**src/logic/mul_stream_params.svh**
```systemverilog
// Widths and CSR map of the multiply streamer; CSR addresses are word indices, not bytes
`ifndef MUL_STREAM_PARAMS_SVH
`define MUL_STREAM_PARAMS_SVH

// ------------------------------------------------
// Data path widths
// ------------------------------------------------
// Stream and TCDM word, two 32-bit operands
`define MS_DATA_WIDTH 64
// Byte address on the TCDM port
`define MS_TCDM_ADDR_WIDTH 20
// CSR data and address
`define MS_REG_WIDTH 32

// ------------------------------------------------
// CSR map
// ------------------------------------------------
// Addresses below this belong to the streamer
`define MS_STREAMER_CSR_NUM 4
`define MS_NUM_RW_CSR 2
`define MS_NUM_RO_CSR 2
// Address stride between memory words
`define MS_WORD_BYTES 8

`endif

```
**src/logic/mul_stream_pkg.sv**
```systemverilog
// Shared types; widths follow mul_stream_params.svh, word counts are limited to 16 bits
`default_nettype none
`include "mul_stream_params.svh"

package mul_stream_pkg;

  // ------------------------------------------------
  // Plain vectors
  // ------------------------------------------------
  typedef logic [`MS_REG_WIDTH-1:0]       reg_data_t;
  typedef logic [`MS_REG_WIDTH-1:0]       reg_addr_t;
  typedef logic [`MS_TCDM_ADDR_WIDTH-1:0] tcdm_addr_t;
  // Operand a in the low half, b in the high half
  typedef logic [`MS_DATA_WIDTH-1:0]      stream_word_t;
  typedef logic [15:0]                    word_count_t;

  // ------------------------------------------------
  // CSR bus
  // ------------------------------------------------
  typedef struct packed {
    reg_addr_t addr;
    reg_data_t data;
    logic      write;
  } csr_req_t;

  // Writes answer with zero
  typedef struct packed {
    reg_data_t data;
  } csr_rsp_t;

  // ------------------------------------------------
  // TCDM port
  // ------------------------------------------------
  typedef struct packed {
    tcdm_addr_t   addr;
    logic         write;
    stream_word_t wdata;
    logic         valid;
  } tcdm_req_t;

  // rvalid comes one cycle after the read grant
  typedef struct packed {
    logic         gnt;
    stream_word_t rdata;
    logic         rvalid;
  } tcdm_rsp_t;

  // FSM states
  typedef enum logic {ACC_IDLE, ACC_RUN} accel_state_e;
  typedef enum logic {STR_IDLE, STR_RUN} streamer_state_e;

endpackage

`default_nettype wire

```
**src/logic/csr_demux.sv**
```systemverilog
// One CSR transaction in flight at a time; downstream blocks must answer every request once
`timescale 1ns/100ps
`default_nettype none
`include "mul_stream_params.svh"

module csr_demux (
  input  logic                     clk_i,
  input  logic                     rst_n_i,
  // Core side
  input  mul_stream_pkg::csr_req_t csr_req_i,
  input  logic                     csr_req_valid_i,
  output logic                     csr_req_ready_o,
  output mul_stream_pkg::csr_rsp_t csr_rsp_o,
  output logic                     csr_rsp_valid_o,
  input  logic                     csr_rsp_ready_i,
  // Streamer side
  output mul_stream_pkg::csr_req_t str_req_o,
  output logic                     str_req_valid_o,
  input  logic                     str_req_ready_i,
  input  mul_stream_pkg::csr_rsp_t str_rsp_i,
  input  logic                     str_rsp_valid_i,
  output logic                     str_rsp_ready_o,
  // Manager side
  output mul_stream_pkg::csr_req_t mgr_req_o,
  output logic                     mgr_req_valid_o,
  input  logic                     mgr_req_ready_i,
  input  mul_stream_pkg::csr_rsp_t mgr_rsp_i,
  input  logic                     mgr_rsp_valid_i,
  output logic                     mgr_rsp_ready_o
);
  import mul_stream_pkg::*;

  logic sel_mgr;
  logic open_q;     // Free for a new request, low right after reset
  logic pend_q;     // Response still owed to the core
  logic own_mgr_q;  // Manager owns the pending response
  logic req_fire;
  logic rsp_fire;

  // ------------------------------------------------
  // Request routing
  // ------------------------------------------------
  assign sel_mgr = (csr_req_i.addr >= reg_addr_t'(`MS_STREAMER_CSR_NUM));

  // Streamer sees the address unchanged
  assign str_req_o = csr_req_i;

  // Manager addresses rebased to zero
  always_comb begin
    mgr_req_o      = csr_req_i;
    mgr_req_o.addr = csr_req_i.addr - reg_addr_t'(`MS_STREAMER_CSR_NUM);
  end

  assign str_req_valid_o = csr_req_valid_i & open_q & ~sel_mgr;
  assign mgr_req_valid_o = csr_req_valid_i & open_q & sel_mgr;
  assign csr_req_ready_o = open_q & (sel_mgr ? mgr_req_ready_i : str_req_ready_i);
  assign req_fire        = csr_req_valid_i & csr_req_ready_o;

  // ------------------------------------------------
  // Response return
  // ------------------------------------------------
  assign csr_rsp_o       = own_mgr_q ? mgr_rsp_i : str_rsp_i;
  assign csr_rsp_valid_o = pend_q & (own_mgr_q ? mgr_rsp_valid_i : str_rsp_valid_i);
  assign str_rsp_ready_o = pend_q & ~own_mgr_q & csr_rsp_ready_i;
  assign mgr_rsp_ready_o = pend_q & own_mgr_q & csr_rsp_ready_i;
  assign rsp_fire        = csr_rsp_valid_o & csr_rsp_ready_i;

  // Ownership tracking
  always_ff @(posedge clk_i or negedge rst_n_i) begin
    if (!rst_n_i) begin
      pend_q    <= 1'b0;
      own_mgr_q <= 1'b0;
      open_q    <= 1'b0;
    end else begin
      if (req_fire) begin
        pend_q    <= 1'b1;
        own_mgr_q <= sel_mgr;
      end else if (rsp_fire) begin
        pend_q <= 1'b0;
      end
      // Reopen only once the owed response has gone out
      open_q <= ~req_fire & (~pend_q | rsp_fire);
    end
  end

endmodule

`default_nettype wire

```
**src/logic/csr_manager.sv**
```systemverilog
// Accelerator CSRs at rebased addresses 0..3; a start write stalls until the accelerator is idle
`timescale 1ns/100ps
`default_nettype none
`include "mul_stream_params.svh"

module csr_manager (
  input  logic                        clk_i,
  input  logic                        rst_n_i,
  // CSR port from the demux
  input  mul_stream_pkg::csr_req_t    req_i,
  input  logic                        req_valid_i,
  output logic                        req_ready_o,
  output mul_stream_pkg::csr_rsp_t    rsp_o,
  output logic                        rsp_valid_o,
  input  logic                        rsp_ready_i,
  // Register set toward the accelerator
  output mul_stream_pkg::word_count_t rw_count_o,
  output logic                        set_valid_o,
  input  logic                        set_ready_i,
  // Read-only status
  input  logic                        busy_i,
  input  mul_stream_pkg::word_count_t done_count_i
);
  import mul_stream_pkg::*;

  localparam int unsigned CsrCount = 0;
  localparam int unsigned CsrStart = 1;

  reg_data_t rw_q [`MS_NUM_RW_CSR];
  reg_data_t ro_set [`MS_NUM_RO_CSR];
  reg_data_t rsp_data_q;
  reg_addr_t ro_addr;
  logic      rsp_valid_q;
  logic      start_wr;
  logic      req_fire;

  // ------------------------------------------------
  // Start handshake
  // ------------------------------------------------
  assign start_wr    = req_i.write & (req_i.addr == reg_addr_t'(CsrStart));
  // Start write waits here while the accelerator runs
  assign set_valid_o = req_valid_i & start_wr & ~rsp_valid_q;
  assign req_ready_o = ~rsp_valid_q & (~start_wr | set_ready_i);
  assign req_fire    = req_valid_i & req_ready_o;
  assign rw_count_o  = word_count_t'(rw_q[CsrCount]);

  // Read-only set, busy first
  assign ro_set[0] = reg_data_t'(busy_i);
  assign ro_set[1] = reg_data_t'(done_count_i);
  assign ro_addr   = req_i.addr - reg_addr_t'(`MS_NUM_RW_CSR);

  // Read-write registers
  always_ff @(posedge clk_i or negedge rst_n_i) begin
    if (!rst_n_i) begin
      for (int i = 0; i < `MS_NUM_RW_CSR; i++) begin
        rw_q[i] <= '0;
      end
    end else if (req_fire && req_i.write && req_i.addr < reg_addr_t'(`MS_NUM_RW_CSR)) begin
      rw_q[req_i.addr] <= req_i.data;
    end
  end

  // ------------------------------------------------
  // Registered response
  // ------------------------------------------------
  always_ff @(posedge clk_i or negedge rst_n_i) begin
    if (!rst_n_i) begin
      rsp_valid_q <= 1'b0;
    end else if (req_fire) begin
      rsp_valid_q <= 1'b1;
    end else if (rsp_ready_i) begin
      rsp_valid_q <= 1'b0;
    end
  end

  always_ff @(posedge clk_i) begin
    if (req_fire) begin
      if (req_i.write) begin
        rsp_data_q <= '0;
      end else if (req_i.addr < reg_addr_t'(`MS_NUM_RW_CSR)) begin
        rsp_data_q <= rw_q[req_i.addr];
      end else if (ro_addr < reg_addr_t'(`MS_NUM_RO_CSR)) begin
        rsp_data_q <= ro_set[ro_addr];
      end else begin
        // Unmapped reads as zero
        rsp_data_q <= '0;
      end
    end
  end

  assign rsp_o.data  = rsp_data_q;
  assign rsp_valid_o = rsp_valid_q;

endmodule

`default_nettype wire

```
**src/logic/mul_accel.sv**
```systemverilog
// Unsigned 32x32 multiplier, one word per cycle; accepts no more inputs than the latched count
`timescale 1ns/100ps
`default_nettype none
`include "mul_stream_params.svh"

module mul_accel (
  input  logic                         clk_i,
  input  logic                         rst_n_i,
  // Register set from the CSR manager
  input  mul_stream_pkg::word_count_t  count_i,
  input  logic                         set_valid_i,
  output logic                         set_ready_o,
  // Operand stream
  input  mul_stream_pkg::stream_word_t in_data_i,
  input  logic                         in_valid_i,
  output logic                         in_ready_o,
  // Product stream
  output mul_stream_pkg::stream_word_t out_data_o,
  output logic                         out_valid_o,
  input  logic                         out_ready_i,
  // Status
  output logic                         busy_o,
  output mul_stream_pkg::word_count_t  done_count_o
);
  import mul_stream_pkg::*;

  localparam int unsigned HalfWidth = `MS_DATA_WIDTH / 2;

  accel_state_e state_q;
  word_count_t  count_q;    // Words in this run
  word_count_t  in_cnt_q;   // Operands taken
  word_count_t  out_cnt_q;  // Products handed on
  stream_word_t prod_q;
  logic         out_valid_q;
  logic         in_fire;
  logic         out_fire;

  assign set_ready_o = (state_q == ACC_IDLE);
  // Stall input while the product register is stuck
  assign in_ready_o  = (state_q == ACC_RUN) & (in_cnt_q != count_q) &
                       (~out_valid_q | out_ready_i);
  assign in_fire     = in_valid_i & in_ready_o;
  assign out_fire    = out_valid_q & out_ready_i;

  assign out_data_o   = prod_q;
  assign out_valid_o  = out_valid_q;
  assign busy_o       = (state_q == ACC_RUN);
  assign done_count_o = out_cnt_q;

  // Product register
  always_ff @(posedge clk_i) begin
    if (in_fire) begin
      prod_q <= stream_word_t'(in_data_i[HalfWidth-1:0]) *
                stream_word_t'(in_data_i[`MS_DATA_WIDTH-1:HalfWidth]);
    end
  end

  // ------------------------------------------------
  // Run control
  // ------------------------------------------------
  always_ff @(posedge clk_i or negedge rst_n_i) begin
    if (!rst_n_i) begin
      state_q     <= ACC_IDLE;
      count_q     <= '0;
      in_cnt_q    <= '0;
      out_cnt_q   <= '0;
      out_valid_q <= 1'b0;
    end else begin
      if (in_fire) begin
        out_valid_q <= 1'b1;
      end else if (out_fire) begin
        out_valid_q <= 1'b0;
      end
      case (state_q)
        ACC_IDLE: begin
          if (set_valid_i) begin
            count_q   <= count_i;
            in_cnt_q  <= '0;
            out_cnt_q <= '0;
            // Zero count finishes at once
            if (count_i != '0) begin
              state_q <= ACC_RUN;
            end
          end
        end
        default: begin
          if (in_fire) begin
            in_cnt_q <= in_cnt_q + 1'b1;
          end
          if (out_fire) begin
            out_cnt_q <= out_cnt_q + 1'b1;
            if (word_count_t'(out_cnt_q + 1'b1) == count_q) begin
              state_q <= ACC_IDLE;
            end
          end
        end
      endcase
    end
  end

endmodule

`default_nettype wire

```
**src/logic/tcdm_streamer.sv**
```systemverilog
// One reader and one writer on a single TCDM port; one read outstanding, writes win the port
`timescale 1ns/100ps
`default_nettype none
`include "mul_stream_params.svh"

module tcdm_streamer (
  input  logic                         clk_i,
  input  logic                         rst_n_i,
  // CSR port from the demux
  input  mul_stream_pkg::csr_req_t     req_i,
  input  logic                         req_valid_i,
  output logic                         req_ready_o,
  output mul_stream_pkg::csr_rsp_t     rsp_o,
  output logic                         rsp_valid_o,
  input  logic                         rsp_ready_i,
  // Read stream toward the accelerator
  output mul_stream_pkg::stream_word_t rd_data_o,
  output logic                         rd_valid_o,
  input  logic                         rd_ready_i,
  // Write stream from the accelerator
  input  mul_stream_pkg::stream_word_t wr_data_i,
  input  logic                         wr_valid_i,
  output logic                         wr_ready_o,
  // TCDM port
  output mul_stream_pkg::tcdm_req_t    tcdm_req_o,
  input  mul_stream_pkg::tcdm_rsp_t    tcdm_rsp_i
);
  import mul_stream_pkg::*;

  // CSR indices, the last address is start on write and busy on read
  localparam int unsigned CsrRdBase = 0;
  localparam int unsigned CsrWrBase = 1;
  localparam int unsigned CsrCount  = 2;
  localparam int unsigned NumCfgCsr = `MS_STREAMER_CSR_NUM - 1;

  reg_data_t       csr_q [NumCfgCsr];
  reg_data_t       rsp_data_q;
  logic            rsp_valid_q;
  logic            req_fire;
  logic            start;
  streamer_state_e state_q;
  word_count_t     count;
  word_count_t     rd_idx_q;
  word_count_t     wr_idx_q;
  tcdm_addr_t      rd_addr;
  tcdm_addr_t      wr_addr;
  logic            rd_pend_q;   // Read granted, data due next cycle
  logic            buf_valid_q;
  stream_word_t    buf_data_q;
  logic            rd_want;
  logic            wr_want;
  logic            rd_fire;
  logic            wr_fire;

  // ------------------------------------------------
  // CSR access
  // ------------------------------------------------
  assign req_ready_o = ~rsp_valid_q;
  assign req_fire    = req_valid_i & req_ready_o;
  // Start while running is dropped
  assign start = req_fire & req_i.write & (req_i.addr == reg_addr_t'(NumCfgCsr)) &
                 (state_q == STR_IDLE);

  always_ff @(posedge clk_i or negedge rst_n_i) begin
    if (!rst_n_i) begin
      for (int i = 0; i < NumCfgCsr; i++) begin
        csr_q[i] <= '0;
      end
      rsp_valid_q <= 1'b0;
    end else begin
      if (req_fire && req_i.write && req_i.addr < reg_addr_t'(NumCfgCsr)) begin
        csr_q[req_i.addr] <= req_i.data;
      end
      if (req_fire) begin
        rsp_valid_q <= 1'b1;
      end else if (rsp_ready_i) begin
        rsp_valid_q <= 1'b0;
      end
    end
  end

  // Read data, busy on the start address
  always_ff @(posedge clk_i) begin
    if (req_fire) begin
      if (req_i.write) begin
        rsp_data_q <= '0;
      end else if (req_i.addr < reg_addr_t'(NumCfgCsr)) begin
        rsp_data_q <= csr_q[req_i.addr];
      end else begin
        rsp_data_q <= reg_data_t'(state_q == STR_RUN);
      end
    end
  end

  assign rsp_o.data  = rsp_data_q;
  assign rsp_valid_o = rsp_valid_q;

  // ------------------------------------------------
  // Address generation and port arbitration
  // ------------------------------------------------
  assign count   = word_count_t'(csr_q[CsrCount]);
  assign rd_addr = tcdm_addr_t'(csr_q[CsrRdBase]) +
                   tcdm_addr_t'(rd_idx_q) * tcdm_addr_t'(`MS_WORD_BYTES);
  assign wr_addr = tcdm_addr_t'(csr_q[CsrWrBase]) +
                   tcdm_addr_t'(wr_idx_q) * tcdm_addr_t'(`MS_WORD_BYTES);

  assign wr_want = (state_q == STR_RUN) & wr_valid_i;
  // Read only into an empty buffer
  assign rd_want = (state_q == STR_RUN) & (rd_idx_q != count) & ~rd_pend_q & ~buf_valid_q;
  assign wr_fire = wr_want & tcdm_rsp_i.gnt;
  assign rd_fire = rd_want & ~wr_want & tcdm_rsp_i.gnt;

  always_comb begin
    tcdm_req_o.valid = wr_want | rd_want;
    tcdm_req_o.write = wr_want;
    tcdm_req_o.addr  = wr_want ? wr_addr : rd_addr;
    tcdm_req_o.wdata = wr_data_i;
  end

  assign wr_ready_o = (state_q == STR_RUN) & tcdm_rsp_i.gnt;
  assign rd_data_o  = buf_data_q;
  assign rd_valid_o = buf_valid_q;

  // One-word read buffer
  always_ff @(posedge clk_i) begin
    if (rd_pend_q && tcdm_rsp_i.rvalid) begin
      buf_data_q <= tcdm_rsp_i.rdata;
    end
  end

  // ------------------------------------------------
  // Run control
  // ------------------------------------------------
  always_ff @(posedge clk_i or negedge rst_n_i) begin
    if (!rst_n_i) begin
      state_q     <= STR_IDLE;
      rd_idx_q    <= '0;
      wr_idx_q    <= '0;
      rd_pend_q   <= 1'b0;
      buf_valid_q <= 1'b0;
    end else begin
      if (rd_fire) begin
        rd_pend_q <= 1'b1;
      end else if (tcdm_rsp_i.rvalid) begin
        rd_pend_q <= 1'b0;
      end
      if (rd_pend_q && tcdm_rsp_i.rvalid) begin
        buf_valid_q <= 1'b1;
      end else if (rd_ready_i) begin
        buf_valid_q <= 1'b0;
      end
      case (state_q)
        STR_IDLE: begin
          if (start && count != '0) begin
            state_q  <= STR_RUN;
            rd_idx_q <= '0;
            wr_idx_q <= '0;
          end
        end
        default: begin
          if (rd_fire) begin
            rd_idx_q <= rd_idx_q + 1'b1;
          end
          // Busy drops with the last write grant
          if (wr_fire) begin
            wr_idx_q <= wr_idx_q + 1'b1;
            if (word_count_t'(wr_idx_q + 1'b1) == count) begin
              state_q <= STR_IDLE;
            end
          end
        end
      endcase
    end
  end

endmodule

`default_nettype wire

```
**src/logic/mul_stream_top.sv**
```systemverilog
// Multiply streamer top level; single TCDM port, streamer and accelerator each need their own start
`timescale 1ns/100ps
`default_nettype none

module mul_stream_top (
  input  logic                      clk_i,
  input  logic                      rst_n_i,
  // CSR port from the core
  input  mul_stream_pkg::csr_req_t  csr_req_i,
  input  logic                      csr_req_valid_i,
  output logic                      csr_req_ready_o,
  output mul_stream_pkg::csr_rsp_t  csr_rsp_o,
  output logic                      csr_rsp_valid_o,
  input  logic                      csr_rsp_ready_i,
  // Shared memory port
  output mul_stream_pkg::tcdm_req_t tcdm_req_o,
  input  mul_stream_pkg::tcdm_rsp_t tcdm_rsp_i
);
  import mul_stream_pkg::*;

  // Demux to streamer
  csr_req_t     str_req;
  logic         str_req_valid;
  logic         str_req_ready;
  csr_rsp_t     str_rsp;
  logic         str_rsp_valid;
  logic         str_rsp_ready;
  // Demux to manager
  csr_req_t     mgr_req;
  logic         mgr_req_valid;
  logic         mgr_req_ready;
  csr_rsp_t     mgr_rsp;
  logic         mgr_rsp_valid;
  logic         mgr_rsp_ready;
  // Register set and status
  word_count_t  acc_count;
  logic         set_valid;
  logic         set_ready;
  logic         acc_busy;
  word_count_t  done_count;
  // Streams between streamer and accelerator
  stream_word_t stream2acc_data;
  logic         stream2acc_valid;
  logic         stream2acc_ready;
  stream_word_t acc2stream_data;
  logic         acc2stream_valid;
  logic         acc2stream_ready;

  // ------------------------------------------------
  // CSR split
  // ------------------------------------------------
  csr_demux i_csr_demux (
    .clk_i           ( clk_i           ),
    .rst_n_i         ( rst_n_i         ),
    .csr_req_i       ( csr_req_i       ),
    .csr_req_valid_i ( csr_req_valid_i ),
    .csr_req_ready_o ( csr_req_ready_o ),
    .csr_rsp_o       ( csr_rsp_o       ),
    .csr_rsp_valid_o ( csr_rsp_valid_o ),
    .csr_rsp_ready_i ( csr_rsp_ready_i ),
    .str_req_o       ( str_req         ),
    .str_req_valid_o ( str_req_valid   ),
    .str_req_ready_i ( str_req_ready   ),
    .str_rsp_i       ( str_rsp         ),
    .str_rsp_valid_i ( str_rsp_valid   ),
    .str_rsp_ready_o ( str_rsp_ready   ),
    .mgr_req_o       ( mgr_req         ),
    .mgr_req_valid_o ( mgr_req_valid   ),
    .mgr_req_ready_i ( mgr_req_ready   ),
    .mgr_rsp_i       ( mgr_rsp         ),
    .mgr_rsp_valid_i ( mgr_rsp_valid   ),
    .mgr_rsp_ready_o ( mgr_rsp_ready   )
  );

  // Accelerator CSRs
  csr_manager i_csr_manager (
    .clk_i        ( clk_i         ),
    .rst_n_i      ( rst_n_i       ),
    .req_i        ( mgr_req       ),
    .req_valid_i  ( mgr_req_valid ),
    .req_ready_o  ( mgr_req_ready ),
    .rsp_o        ( mgr_rsp       ),
    .rsp_valid_o  ( mgr_rsp_valid ),
    .rsp_ready_i  ( mgr_rsp_ready ),
    .rw_count_o   ( acc_count     ),
    .set_valid_o  ( set_valid     ),
    .set_ready_i  ( set_ready     ),
    .busy_i       ( acc_busy      ),
    .done_count_i ( done_count    )
  );

  // ------------------------------------------------
  // Data path
  // ------------------------------------------------
  mul_accel i_mul_accel (
    .clk_i        ( clk_i            ),
    .rst_n_i      ( rst_n_i          ),
    .count_i      ( acc_count        ),
    .set_valid_i  ( set_valid        ),
    .set_ready_o  ( set_ready        ),
    .in_data_i    ( stream2acc_data  ),
    .in_valid_i   ( stream2acc_valid ),
    .in_ready_o   ( stream2acc_ready ),
    .out_data_o   ( acc2stream_data  ),
    .out_valid_o  ( acc2stream_valid ),
    .out_ready_i  ( acc2stream_ready ),
    .busy_o       ( acc_busy         ),
    .done_count_o ( done_count       )
  );

  tcdm_streamer i_tcdm_streamer (
    .clk_i       ( clk_i            ),
    .rst_n_i     ( rst_n_i          ),
    .req_i       ( str_req          ),
    .req_valid_i ( str_req_valid    ),
    .req_ready_o ( str_req_ready    ),
    .rsp_o       ( str_rsp          ),
    .rsp_valid_o ( str_rsp_valid    ),
    .rsp_ready_i ( str_rsp_ready    ),
    .rd_data_o   ( stream2acc_data  ),
    .rd_valid_o  ( stream2acc_valid ),
    .rd_ready_i  ( stream2acc_ready ),
    .wr_data_i   ( acc2stream_data  ),
    .wr_valid_i  ( acc2stream_valid ),
    .wr_ready_o  ( acc2stream_ready ),
    .tcdm_req_o  ( tcdm_req_o       ),
    .tcdm_rsp_i  ( tcdm_rsp_i       )
  );

endmodule

`default_nettype wire

```
**config.mk**
```make
export PLATFORM = sky130hd
export DESIGN_NAME = mul_stream_top
export DESIGN_NICKNAME = d
export VERILOG_FILES = /design/src/logic/mul_stream_pkg.sv /design/src/logic/csr_demux.sv /design/src/logic/csr_manager.sv /design/src/logic/mul_accel.sv /design/src/logic/tcdm_streamer.sv /design/src/logic/mul_stream_top.sv
export VERILOG_INCLUDE_DIRS = /design/src /design/src/logic
export SDC_FILE = /design/constraint.sdc
export NUM_CORES = 2
export LEC_CHECK = 0
export BUFFER_PORTS_ARGS = -buffer_cell sky130_fd_sc_hd__buf_2
export CAP_MARGIN = 20
export CORE_AREA = 2 2 307 309
export DETAILED_ROUTE_END_ITERATION = 8
export DIE_AREA = 0 0 309 311
export PLACE_DENSITY = 0.77
export SYNTH_ARGS = -nofsm -noshare
export SYNTH_HDL_FRONTEND = slang
export SYNTH_SLANG_ARGS = --single-unit
```
**constraint.sdc**
```tcl
create_clock -name clk_i -period 9.4 [get_ports clk_i]
set_clock_uncertainty 0.1 [all_clocks]
set_input_delay 0.94 -clock clk_i [delete_from_list [all_inputs] [get_ports clk_i]]
set_output_delay 0.94 -clock clk_i [all_outputs]
set_load 0.1 [all_outputs]
```
==> impl_metrics.json <==
{
  "cts_made_buffers": 50,
  "syn2layout_area_growth_pct": 8.096,
  "power_frac_clock": 0.434,
  "core-area_um2": 92770,
  "drv_slew": 0,
  "netlist_area_um2": 55190,
  "dp_hpwl_mm": 114.2,
  "finalHoldViolCount": 0,
  "avgViaCountPerCell": 5.723,
  "synth_edf_count": 192,
  "fin_cells": 6974,
  "via_count": 39910,
  "cap_violations": 0,
  "layout_common_cells": "inv_1, fa_1, and2_1, nand2_1, ha_1",
  "power_frac_comb": 0.111,
  "routed_wl_mm": 146.6,
  "critPathCaptureType": "flip-flop",
  "synth-seq-cells": 442,
  "worst_r2r_path_depth": 25,
  "dr.pass1.iters": 6,
  "clock-root-buffer": "clkbuf_16",
  "period_share": 0.9778,
  "powerDensity_nw_per_um2": 76.07,
  "port-buffer-count": 254,
  "synth_top_family_by_area": "adder cells",
  "synth_compound_area_frac": 0.04956,
  "antenna_found_initial": 8,
  "grt_max_degree": 126,
  "min_path_type": "primary input to async pin",
  "startpoint_type": "flip-flop",
  "synth-main-ff-cell": "dfrtp_1",
  "async_flop_share": 0.5656,
  "fin_setup_tns_ns": 0,
  "leakage_nw": 29.31,
  "io_pins": 255,
  "fill_cells": 7392,
  "ant_nets": 0,
  "critPathArrivalTime_ns": 9.49,
  "yosysTopAreaCellShare": 0.3257,
  "route.detailed.drc": 0,
  "synthMuxAreaShare": 0.05752,
  "place_inst": 6845,
  "p_int_mw": 3.220,
  "grt_overflow": 0,
  "synth_fa_ha_area_frac": 0.3949,
  "wl_per_cell_um": 21.02,
  "required_ns": 9.70,
  "initial_core_util": 0.5949,
  "grt_pass1_wl_mm": 233.8,
  "status": "finished clean",
  "synth_cell_type_count": 84,
  "fin_nets": 7012,
  "p_sw_frac": 0.2904,
  "p_sw_mw": 1.318,
  "row_count": 112,
  "insertion_delay_ns": 0.67,
  "clk_pin_slew_worst_paths_ns": 0.07,
  "ys_seq_area_frac": 0.2178,
  "finalSetupViolCount": 0,
  "fmax_mhz": 108.8,
  "ys_warn_count": 0,
  "synth_area_per_cell_um2": 9.971,
  "htreeDepth": 2,
  "synth_xor_area_frac": 0.03412,
  "place_congestion": 0.9614,
  "cts_tree": "yes",
  "drtIter0Drc": 2822,
  "grt_usage": 0.3140,
  "cts_sinks": 442,
  "die-area_um2": 96100,
  "syn_inst": 5535,
  "rsz0062_at_grt": "false",
  "worst_pin_slew_ns": 0.9955,
  "ir_drop_mv": 0.1489,
  "synthTopCellsByArea": "fa_1, dfrtp_1, edfxtp_1",
  "first_global_vias": 42780,
  "post-route-min-period_ns": 9.191,
  "die_w_um": 309,
  "die_h_um": 311,
  "syn-num-nets": 6873,
  "critPathKind": "flip-flop to flip-flop",
  "p_seq_frac": 0.455,
  "final_core_util": 0.6431,
  "drive_above_1_share": 0.1267,
  "cts.path.max_buffers": 3,
  "synth_top_cell_by_area": "fa_1",
  "path_max_fanout": 17,
  "mostFrequentLayoutCell": "inv_1",
  "relSlewSlack": 0.3364,
  "synth-simple-area-share": 0.1622
}
[critical path, stage by stage, from the launching register on]
cell and delay (ns):
edfxtp_1 0.76, buf_4 0.35, and2_1 0.18, fa_1 0.43, inv_1 0.08, fa_1 0.50
fa_1 0.55, fa_1 0.53, inv_1 0.06, fa_1 0.56, fa_1 0.44, fa_1 0.51
fa_1 0.44, ha_1 0.42, and3_1 0.21, nand2_1 0.09, nor3_1 0.38, o2111ai_1 0.27
o211a_1 0.33, o31a_1 0.48, o41ai_1 0.42, buf_4 0.18, o2111ai_1 0.11, and2_1 0.22
o21ai_0 0.24, xor2_1 0.10
[routing by layer]
metal  wire, um  track usage
met3      12490      0.06525
met4       6886       0.1350
met5         62            0
met2      70720       0.5171
met1      56460       0.4025
[sequential cells by signal (all words and copies together) (netlist names), 16 cells and up]
| signal | cells |
|---|---|
| i_tcdm_streamer.csr_q | 80 |
| i_mul_accel.out_data_o | 64 |
| i_tcdm_streamer.rd_data_o | 64 |
| i_csr_manager.rw_q | 48 |
| i_csr_manager.rsp_o | 32 |
| i_tcdm_streamer.rsp_o | 32 |
| i_csr_manager.rw_count_o | 16 |
| i_mul_accel.count_q | 16 |
| i_mul_accel.done_count_o | 16 |
| i_mul_accel.in_cnt_q | 16 |
| i_tcdm_streamer.count | 16 |
| i_tcdm_streamer.rd_idx_q | 16 |
| i_tcdm_streamer.wr_idx_q | 16 |
[power groups by stage]
| stage | combinational [mW] | sequential, mW | clock [mW] |
|---|---|---|---|
| 5_1_grt | 0.523 | 2.07 | 2.07 |
| 6_report | 0.504 | 2.07 | 1.97 |
| 3_3_place_gp | 0.493 | 2.10 | 0 |
| 2_1_floorplan | 0.332 | 2.10 | 0 |
| 4_1_cts | 0.497 | 2.07 | 2.00 |
| 3_5_place_dp | 0.495 | 2.10 | 0 |
[worst paths after layout]
path / to / slack [ns] / from
hold / removal: i_csr_manager.rw_q[31] / 0.24 / rst_n_i
setup reg to reg: i_mul_accel.out_data_o[58] / 0.21 / i_tcdm_streamer.rd_data_o[44]
min in group clk_i: i_tcdm_streamer.rd_data_o[57] / 0.37 / tcdm_rsp_i[58]
hold reg to reg: i_tcdm_streamer.csr_q[20] / 0.39 / i_tcdm_streamer.csr_q[20]
setup / recovery: i_mul_accel.out_data_o[58] / 0.21 / i_tcdm_streamer.rd_data_o[44]
max in group asynchronous: i_tcdm_streamer.csr_q[35] / 6.76 / rst_n_i
[Yosys cell counts, types with 106 or more instances]
cell type  number
inv_1         901
fa_1          898
and2_1        634
nand2_1       547
ha_1          305
clkbuf_1      274
dfrtp_1       250
nor2_1        219
mux2_2        198
edfxtp_1      192
a21oi_1       135
o21ai_0       110
xnor2_1       109
xor2_1        106
[per-stage QoR]
| step | hold WS [ns] | cell area [um2] | setup slack [ns] | power [mW] |
|---|---|---|---|---|
| after floorplan | 0.3632 | 55190 | 1.646 | 2.429 |
| after global placement | 0.3747 | 57680 | 0.3742 | 2.595 |
| after detailed placement | 0.3845 | 57690 | 0.2043 | 2.597 |
| after CTS | 0.2961 | 59320 | 0.1652 | 4.562 |
| after global routing | 0.3379 | 59650 | 0.0007541 | 4.662 |
| final | 0.2363 | 59660 | 0.2087 | 4.538 |
[layout make-up]
cell class,instances,area (um2),area share
Tap cell,1254,1569,0.02630
Clock inverter,29,262.8,0.004404
Antenna cell,4,10.01,0.0001678
Clock buffer,65,1368,0.02292
Inverter,902,3386,0.05675
Sequential cell,442,12020,0.2015
Multi-Input combinational cell,3880,38570,0.6465
Timing Repair Buffer,398,2472,0.04144
[logic make-up after synthesis]
logic type | count (synthesis)
and+or+nand+nor | 1734
buffers and inverters | 1213
adders and majority gates | 1203
xor gates and xnor gates | 215
AOI/OAI and AO/OA | 439
muxes | 289
DFF | 442
[repair_timing]
| item | CTS | global route |
|---|---|---|
| hold buffers | 0 | 0 |
| gates resized for setup | 0 | 1 |
| setup buffers | 0 | 30 |
| endpoints found under the setup margin | 0 | 9 |
No activity file was read; power rests on OpenSTA's default activity.
